===== src/include/serdes_macros.svh =====
`ifndef SERDES_MACROS_SVH
`define SERDES_MACROS_SVH

// transmit side
// one tx word per lane, shifted out msb first
`define SERDES_TX_WIDTH 8 // bits per transmitted word, also the tx strobe divide

// receive side
// single lane, gathered msb = oldest sample
`define SERDES_RX_WIDTH 4 // bits per received word, also the rx strobe divide

// lock indication
// stands in for pll lock plus strobe alignment
// counted in tx strobes after reset release
`define SERDES_LOCK_STROBES 4 // tx strobes seen before locked goes high

// first word load happens on strobe number SERDES_LOCK_STROBES+1
// both lanes idle high until then
// rx runs freely and does not wait for lock
// all three values must stay at 2 or more
// the strobe counters need at least one idle clock

`endif


===== src/serdes_pkg.sv =====
`default_nettype none

`include "serdes_macros.svh"

package serdes_pkg;

	// one parallel word for a single tx lane
	typedef logic [`SERDES_TX_WIDTH-1:0] tx_word_t;

	// both tx words, loaded together on one strobe
	typedef struct packed {
		tx_word_t word1; // goes out on d1
		tx_word_t word2; // goes out on d2
	} tx_pair_t;

	// the two serial lines, one bit each
	typedef struct packed {
		logic d1; // lane 1 line, idles high
		logic d2; // lane 2 line, idles high
	} serial_pair_t;

	// one gathered rx word, oldest bit in the msb
	typedef logic [`SERDES_RX_WIDTH-1:0] rx_word_t;

	// lock fsm states
	typedef enum logic [1:0] {
		lock_wait,  // no strobe seen yet
		lock_count, // counting strobes toward lock
		lock_done   // locked, held until reset
	} lock_state_t;

endpackage

`default_nettype wire


===== src/strobe_gen.sv =====
`timescale 1ns/1ps
`default_nettype none

module strobe_gen #(
	parameter int DIVIDE = 8 // clocks per strobe period
) (
	input wire clock,
	input wire rst_n,
	output logic strobe // one clock high per DIVIDE clocks
);

	localparam int CW = (DIVIDE > 2) ? $clog2(DIVIDE) : 1; // counter width
	localparam logic [CW-1:0] LAST = CW'(DIVIDE - 1); // terminal count

	logic [CW-1:0] count; // position inside the word period

	// modulo-DIVIDE counter, starts at zero after reset release
	always_ff @(posedge clock) begin
		if (!rst_n) begin
			count <= '0;
		end else if (count == LAST) begin
			count <= '0; // wrap, strobe was high this clock
		end else begin
			count <= count + 1'b1;
		end
	end

	// high during the DIVIDE-th clock of each period
	// stands in for the divided word clock of the hard serdes
	assign strobe = (count == LAST);

	// no second strobe may land inside the same word period
	// checked back over each of the DIVIDE-1 previous edges
	genvar k;
	generate
		for (k = 1; k < DIVIDE; k++) begin : g_gap
			a_strobe_gap: assert property (
				@(posedge clock) disable iff (!rst_n)
				strobe |-> !$past(strobe, k)
			) else $error("strobe_gen: strobe %0d clocks after previous one", k);
		end
	endgenerate

	// the period must actually recur, otherwise words stall
	a_strobe_recur: assert property (
		@(posedge clock) disable iff (!rst_n)
		strobe |-> ##DIVIDE strobe
	) else $error("strobe_gen: strobe missing after %0d clocks", DIVIDE);

endmodule

`default_nettype wire


===== src/lock_monitor.sv =====
`timescale 1ns/1ps
`default_nettype none

`include "serdes_macros.svh"

module lock_monitor (
	input wire clock,
	input wire rst_n,
	input wire strobe, // tx word strobe
	output logic locked // level, stays high until reset
);

	localparam int CW = $clog2(`SERDES_LOCK_STROBES + 1); // strobe counter width
	localparam logic [CW-1:0] LAST = CW'(`SERDES_LOCK_STROBES - 1); // count before lock

	serdes_pkg::lock_state_t state; // current fsm state
	logic [CW-1:0] count; // strobes seen so far

	// models pll lock and strobe alignment settling over a few word periods
	always_ff @(posedge clock) begin
		if (!rst_n) begin
			state <= serdes_pkg::lock_wait;
			count <= '0;
		end else begin
			unique case (state)
				serdes_pkg::lock_wait: begin
					if (strobe) begin
						state <= serdes_pkg::lock_count;
						count <= count + 1'b1; // first strobe already counts toward lock
					end
				end
				serdes_pkg::lock_count: begin
					if (strobe) begin
						if (count == LAST) begin
							state <= serdes_pkg::lock_done; // this edge samples the last strobe
						end else begin
							count <= count + 1'b1;
						end
					end
				end
				serdes_pkg::lock_done: begin
					state <= serdes_pkg::lock_done; // sticky until reset
				end
				default: begin
					state <= serdes_pkg::lock_wait; // unused encoding, restart
					count <= '0;
				end
			endcase
		end
	end

	// high from the edge that samples the last counted strobe
	assign locked = (state == serdes_pkg::lock_done);

	// lock is a one-way flag once reset is gone
	a_lock_sticky: assert property (
		@(posedge clock) disable iff (!rst_n)
		locked |=> locked
	) else $error("lock_monitor: locked fell outside reset");

endmodule

`default_nettype wire


===== src/oserdes_lane.sv =====
`timescale 1ns/1ps
`default_nettype none

`include "serdes_macros.svh"

module oserdes_lane (
	input wire clock,
	input wire rst_n,
	input wire strobe, // word strobe, once per SERDES_TX_WIDTH clocks
	input wire locked, // loads only once lock is up
	input wire serdes_pkg::tx_word_t word, // parallel word, sampled on strobe
	output logic line // serial output, msb first
);

	localparam int W = `SERDES_TX_WIDTH; // shift register length

	serdes_pkg::tx_word_t shreg; // parallel-to-serial shift register
	logic load; // strobe qualified by lock

	assign load = strobe & locked;

	// load on a locked strobe, else shift left
	// ones fill in from the bottom like the cascade fill bits,
	// so an unloaded lane drains to all ones and the line idles high
	always_ff @(posedge clock) begin
		if (!rst_n) begin
			shreg <= '1; // idle pattern
		end else if (load) begin
			shreg <= word; // msb goes out on the next edge
		end else begin
			shreg <= {shreg[W-2:0], 1'b1}; // next bit up, fill with one
		end
	end

	// output flop after the shift register
	// the edge after a load shows bit W-1, the W-th edge shows bit 0,
	// which is also the next strobe, so words follow with no gap
	always_ff @(posedge clock) begin
		if (!rst_n) begin
			line <= 1'b1; // line idles high through reset
		end else begin
			line <= shreg[W-1];
		end
	end

	// every loaded word must reach the line intact, msb first
	a_msb_first: assert property (
		@(posedge clock) disable iff (!rst_n)
		load |-> ##2 (line == $past(word[W-1], 2))
	) else $error("oserdes_lane: msb not on line after load");

	// the last bit leaves on the edge of the following strobe
	a_lsb_last: assert property (
		@(posedge clock) disable iff (!rst_n)
		load |-> ##(W+1) (line == $past(word[0], W+1))
	) else $error("oserdes_lane: lsb not on line %0d clocks after load", W);

endmodule

`default_nettype wire


===== src/iserdes_lane.sv =====
`timescale 1ns/1ps
`default_nettype none

`include "serdes_macros.svh"

module iserdes_lane (
	input wire clock,
	input wire rst_n,
	input wire strobe, // rx word strobe, once per SERDES_RX_WIDTH clocks
	input wire data_in, // serial input, sampled every edge
	output serdes_pkg::rx_word_t word, // gathered word, oldest bit in msb
	output logic valid // one clock pulse per new word
);

	localparam int W = `SERDES_RX_WIDTH; // bits per gathered word

	logic [W-2:0] samples; // previous W-1 samples, newest in lsb

	// sampling shift register, runs every clock
	always_ff @(posedge clock) begin
		samples <= (W-1)'({samples, data_in}); // oldest sample drops out the top
	end

	// capture on the strobe edge, including the bit sampled on that edge
	always_ff @(posedge clock) begin
		if (strobe) begin
			word <= {samples, data_in}; // oldest of the four ends up in the msb
		end
	end

	// word pulse, high for the clock after the capture edge
	always_ff @(posedge clock) begin
		if (!rst_n) begin
			valid <= 1'b0;
		end else begin
			valid <= strobe;
		end
	end

	// the rx strobe period keeps words apart
	// back-to-back valids would mean overlapping bits
	a_valid_single: assert property (
		@(posedge clock) disable iff (!rst_n)
		valid |=> !valid
	) else $error("iserdes_lane: valid high on two consecutive clocks");

endmodule

`default_nettype wire


===== src/serdes_io.sv =====
`timescale 1ns/1ps
`default_nettype none

`include "serdes_macros.svh"

module serdes_io (
	input wire clock, // fast bit clock, everything runs here
	input wire rst_n,
	input wire serdes_pkg::tx_pair_t tx_words, // both tx words, sampled on tx_strobe
	input wire data_in, // serial rx input
	output serdes_pkg::serial_pair_t tx_lines, // d1 and d2 serial outputs
	output logic tx_strobe, // word strobe, once per SERDES_TX_WIDTH clocks
	output logic locked, // lock level
	output serdes_pkg::rx_word_t rx_word, // gathered rx word
	output logic rx_valid // pulse per rx word
);

	logic rx_strobe; // rx word strobe, internal to the receive path
	logic d1_line; // lane 1 serial out
	logic d2_line; // lane 2 serial out

	// transmit word strobe, replaces the divided fabric clock
	strobe_gen #(
		.DIVIDE(`SERDES_TX_WIDTH)
	) tx_strobe_gen (
		.clock (clock),
		.rst_n (rst_n),
		.strobe(tx_strobe)
	);

	// lock from counted tx strobes
	lock_monitor lock_mon (
		.clock (clock),
		.rst_n (rst_n),
		.strobe(tx_strobe),
		.locked(locked)
	);

	// lane 1, word1 out on d1
	oserdes_lane lane1 (
		.clock (clock),
		.rst_n (rst_n),
		.strobe(tx_strobe),
		.locked(locked),
		.word  (tx_words.word1),
		.line  (d1_line)
	);

	// lane 2, same strobe so both words leave together
	oserdes_lane lane2 (
		.clock (clock),
		.rst_n (rst_n),
		.strobe(tx_strobe),
		.locked(locked),
		.word  (tx_words.word2),
		.line  (d2_line)
	);

	assign tx_lines = '{d1: d1_line, d2: d2_line};

	// receive side has its own strobe and ignores lock
	strobe_gen #(
		.DIVIDE(`SERDES_RX_WIDTH)
	) rx_strobe_gen (
		.clock (clock),
		.rst_n (rst_n),
		.strobe(rx_strobe)
	);

	// 1:4 deserializer
	iserdes_lane rx_lane (
		.clock  (clock),
		.rst_n  (rst_n),
		.strobe (rx_strobe),
		.data_in(data_in),
		.word   (rx_word),
		.valid  (rx_valid)
	);

endmodule

`default_nettype wire


===== config.mk =====
export PLATFORM = sky130hd
export DESIGN_NAME = serdes_io
export DESIGN_NICKNAME = d
export VERILOG_FILES = /design/src/serdes_pkg.sv /design/src/strobe_gen.sv /design/src/lock_monitor.sv /design/src/oserdes_lane.sv /design/src/iserdes_lane.sv /design/src/serdes_io.sv
export VERILOG_INCLUDE_DIRS = /design/src /design/src/include
export SDC_FILE = /design/constraint.sdc
export NUM_CORES = 1
export LEC_CHECK = 0
export ABC_AREA = 1
export ABC_CLOCK_PERIOD_IN_PS = 1780
export BUFFER_PORTS_ARGS = -buffer_cell sky130_fd_sc_hd__buf_4
export CAP_MARGIN = 20
export CORE_MARGIN = 4
export CORE_UTILIZATION = 30
export CTS_BUF_LIST = sky130_fd_sc_hd__clkbuf_8
export DETAILED_ROUTE_END_ITERATION = 10
export GPL_TIMING_DRIVEN = 1
export PLACE_DENSITY = 0.58
export SETUP_SLACK_MARGIN = 0.2
export SYNTH_ARGS = -nofsm -noshare
export SYNTH_HDL_FRONTEND = slang
export SYNTH_SLANG_ARGS = --single-unit

===== constraint.sdc =====
create_clock -name clock -period 1.78 [get_ports clock]
set_clock_uncertainty 0.1 [all_clocks]
set_input_delay 0 -clock clock [delete_from_list [all_inputs] [get_ports clock]]
set_output_delay 0 -clock clock [all_outputs]
set_load 0.02 [all_outputs]

# == Yosys cells after proc, flatten, opt, wreduce, memory -nomap -nowiden ==
# Cells that the tools add are included.
# word_totals
reg_bits,36
inputBits,19
output_inout_bits,9
elab_cells,44
# op_classes
n_addsub,3
eq_ne,9
muxes,10
n_bitwise,3
n_reduce_logical,6
# op_table
cell,count
$mux 8,2
$mux 3,3
$pmux 3 s3,1
$add 3x1->3 const B,2
$mux 2,3
$ne 2x1->1 const B,3
$pmux 2 s3,1
$eq 2x2->1 const B,2
$reduce_and 4->1,1
$reduce_or 2->1,2
$eq 3x2->1 const B,1
$eq 3x3->1 const B,1
$reduce_and 3->1,1
$add 2x1->2 const B,1
$eq 2x1->1 const B,1
$logic_not 2->1,1
$ne 2x2->1 const B,1
$not 1->1,2
$reduce_and 2->1,1
$and 1x1->1,1

# == Logic depth before layout (Yosys ltp) ==
# logic_depth
word_depth,4
mapped_depth,8

# == Hierarchy ==
# A second synthesis with hierarchy kept.
# hier_totals
hier_cells,158
area_unflattened_um2,1423.9
# modules_own_cells
mod,instances,cells_per_inst,area_each_um2
oserdes_lane,2,38,332.8
lock_monitor,1,50,350.3
iserdes_lane,1,10,207.7
strobe_gen at tx_strobe_gen,1,12,113.9
strobe_gen at rx_strobe_gen,1,8,71.3
serdes_io,1,2,15.0

# == Worst setup path before layout ==
# OpenSTA, ideal clock, no wires.
# synth_path
path_kind,reg2reg
from,reg tx_strobe_gen.count[0]
to,reg lane1.shreg[1]
arrival_ns,1.235
t_required_ns,1.546
slack_ns,0.311
stages_incl_launch_ff,8
n_path_buf,1
period_less_slack_ns,1.469
cell_sequence,dfxtp_1 ha_1 ha_1 nand2_2 inv_4 buf_8 nand2_1 nand3_1
# synth_between
elab_chain_cells,3
# synth_rtl
element,line_no,text
start: declaration,strobe_gen.sv:15,logic [CW-1:0] count;
start signal: assignment,strobe_gen.sv:24,count <= count + 1'b1;
$eq 3x3->1,strobe_gen.sv:30,assign strobe = (count == LAST);
net tx_strobe,serdes_io.sv:12,"output logic tx_strobe,"
$and 1x1->1,oserdes_lane.sv:20,assign load = strobe & locked;
$mux 8,oserdes_lane.sv:28,end else if (load) begin
end signal: assignment,oserdes_lane.sv:29,shreg <= word;
end signal: assignment,oserdes_lane.sv:31,"shreg <= {shreg[W-2:0], 1'b1};"
end: declaration,oserdes_lane.sv:17,serdes_pkg::tx_word_t shreg;
# The timed path passes the listed nets, and every way through them passes these cells.
# A chain may end at the register's enable or synchronous reset.

# == Worst setup path after layout ==
# layout_path
from,reg tx_strobe_gen.count[0]
to,reg lane1.shreg[1]
# layout_between
elab_chain_cells,3
# layout_rtl
element,line_no
$eq 3x3->1,strobe_gen.sv:30
$and 1x1->1,oserdes_lane.sv:20
$mux 8,oserdes_lane.sv:28
# Every way passes these cells.

==> impl_metrics.yaml <==
clock_tree:
  cts_tree: "done"
  clk_pin_slew_ns: 0.07
  clock_tree.htree_level_count: 2
  cts_buffer_depth: 2
  numCtsBuffers: 5
  post_cts_buffers: 0
  cts_sinks: 36
  root_buffer: "clkbuf_8"
  clk_latency_ns: 0.28
yosys:
  ys_types: 25
  synth_cells: 151
  yosys_warnings: 0
  avgSynthCellArea_um2: 9.189
  ys.flop_type: "dfxtp_1"
  ys_ff_latch: 36
  syn_nets: 179
  synth-edff-count: 4
  ys_seq_area_frac: 0.5482
  async_flop_share: 0
  synth_area_um2: 1388
layout:
  antennaDiodeCount: 0
  drive_gt1_frac: 0.2183
  n_fill_cell: 454
  finalNetCount: 224
  area_growth_pct: 35.98
placed_design:
  numPortBuffers: 27
  place_congestion: 0.7332
  dpl.hpwl_um: 1731
setup_path:
  r2r-start: "tx_strobe_gen.count[0]$_SDFF_PP0_"
  start_kind: "flip-flop"
  worstSetupEndpointType: "flip-flop"
  cp.arrival_ns: 1.49
  regToRegSetupSlack_ns: 0.34
  worstSetupPathType: "flip-flop to flip-flop"
  required_ns: 1.84
  rr_worst_depth: 6
  critPathMaxFanout: 16
  rr_endpoint: "lane1.shreg[1]$_SDFF_PN1_"
floorplanning:
  die_x_um: 76.01
  initial_core_util: 0.3143
  fp.dieH_um: 76.01
  coreArea_um2: 4414
  die_area_um2: 5778
  num_rows: 24
  pin_count: 28
sta:
  rsz0062_at_grt: "no"
  finalCritPeriodShare: 0.8064
  drv_slew: 0
  setup_viol: 0
  period_minus_slack_ns: 1.435
  relSlewSlack: 0.7699
  setup_tns_ns: 0
  fmax_ghz: 0.6966
  finalHoldViolCount: 0
  worst_pin_slew_ns: 0.3451
  hold_ws_ns: 0.2534
power_and_ir_drop:
  pwr_density_cell_nw_per_um2: 1177
  peakVddDrop_v: 0.0005833
  power_mw: 2.220
  leakage_nw: 0.8987
drt:
  drtIter0Drc: 48
  drt-vias-per-instance: 4.257
  vias: 1060
  wl_per_cell_um: 9.968
  drc: 0
  firstDrtPassIters: 4
  routed_wl_um: 2482
  antenna_left: 0
min_path:
  min_path_type: "flip-flop to flip-flop"
  hp-start: "rx_lane.samples[0]$_DFF_P_"
  whs_path_depth: 0
  min_to: "rx_lane.samples[1]$_DFF_P_"
global_routing:
  grt_pass1_vias: 1014
  grt_max_degree: 23
  antenna_found_initial: 0
  gr-usage-all-layers: 0.09513
  grt_pass1_wl_um: 4422
  grt_overflow: 0
status:
  status: "completed"
job:
  maxCapViolations: 0
flip-flops by register name (all words and copies together) (netlist names), 2 cells and up:
signal	count
lane1.shreg	8
lock_mon.state	2
lock_mon.count	3
rx_lane.word	4
rx_lane.samples	3
rx_strobe_gen.count	2
lane2.shreg	8
tx_strobe_gen.count	3
placed cells by master (no fill, tap or decap):
master and n:
nand2_1 40, dfxtp_1 32, buf_4 27, dlygate4sd3_1 18, nand3_1 17, inv_1 12, nor2_1 12, ha_1 9
clkbuf_8 5, edfxtp_1 4, a21oi_1 3, or2_2 2, nand3b_1 2, nor2_2 2, o21bai_1 2, inv_2 1
nand2_4 1, inv_4 1, o21ai_4 1, nor2_4 1, o21ai_1 1, nor3_1 1, nor3b_1 1, bufinv_16 1
clkinv_2 1
Yosys cell counts, types with 3 or more instances:
master | instances | area share
a21oi_1 | 3 | 0.011
dfxtp_1 | 32 | 0.46
edfxtp_1 | 4 | 0.087
ha_1 | 9 | 0.081
inv_1 | 11 | 0.030
nand2_1 | 40 | 0.11
nand3_1 | 17 | 0.061
nor2_1 | 12 | 0.032
kinds of logic (layout without fill, tap and decap cells):
logic type	Yosys count	in the layout	synth area share
simple gates	79	79	0.2525
flops	36	36	0.5482
buf+inv	20	66	0.08114
fa+ha+maj	9	9	0.08116
compound gates	7	7	0.03696
through the flow:
stage	instances	util	setup WS (ns)	area, um2
2_1_floorplan	151	-	0.3115	1388
3_3_place_gp	223	0.3611	0.2832	1594
3_5_place_dp	223	0.3611	0.2506	1594
4_1_cts	249	0.4263	0.2220	1882
5_1_grt	249	0.4274	0.2176	1887
6_report	249	0.4274	0.3445	1887
how the worst max path moves through the flow:
stage                                 startpoint                             end  slack [ns]
6_report       tx_strobe_gen.count[0]$_SDFF_PP0_       lane1.shreg[1]$_SDFF_PN1_        0.34
5_1_grt           lock_mon.state[1]$_SDFFE_PN0P_  lock_mon.count[2]$_SDFFE_PN0P_        0.22
4_1_cts        tx_strobe_gen.count[0]$_SDFF_PP0_       lane1.shreg[1]$_SDFF_PN1_        0.22
3_5_place_dp   tx_strobe_gen.count[0]$_SDFF_PP0_       lane1.shreg[1]$_SDFF_PN1_        0.25
3_3_place_gp   tx_strobe_gen.count[0]$_SDFF_PP0_       lane1.shreg[3]$_SDFF_PN1_        0.28
2_1_floorplan  tx_strobe_gen.count[0]$_SDFF_PP0_       lane1.shreg[1]$_SDFF_PN1_        0.31
area by class of cell:
type	count	area (um2)	area share
clock buffers	5	68.82	0.03647
clock inverters	3	38.79	0.02056
inverters	13	51.30	0.02719
multi-input cells	95	519.2	0.2752
flip-flops and latches	36	760.7	0.4032
well taps	52	65.06	0.03448
repair buffers	45	382.9	0.2029
repair_timing:
item / in CTS / in global routing
endpoints found under the hold margin: 24 / 0
setup endpoints to repair: 0 / 16
hold buffers: 18 / 0
resized for setup: 0 / 1
routing by layer:
metal | GRT usage | vias to the layer above | wire [um]
met4 | 0.04804 | 0 | 39
met1 | 0.1109 | 460 | 1144
met3 | 0.04965 | 5 | 221
li1 | - | 565 | -
met2 | 0.1413 | 30 | 1076
met5 | 0 | - | 0
worst max-delay path: stages (launching register included):
cell	delay, ns
dfxtp_1	0.32
ha_1	0.19
ha_1	0.25
nand2_4	0.20
inv_4	0.11
nand2_1	0.08
nand3_1	0.06
where the power goes:
part / switching (mW) / internal [mW]
Sequential: 0.0389 / 0.894
Combinational: 0.336 / 0.267
Clock: 0.275 / 0.409
Total: 0.650 / 1.57
Power figures use the tool's default switching activity.
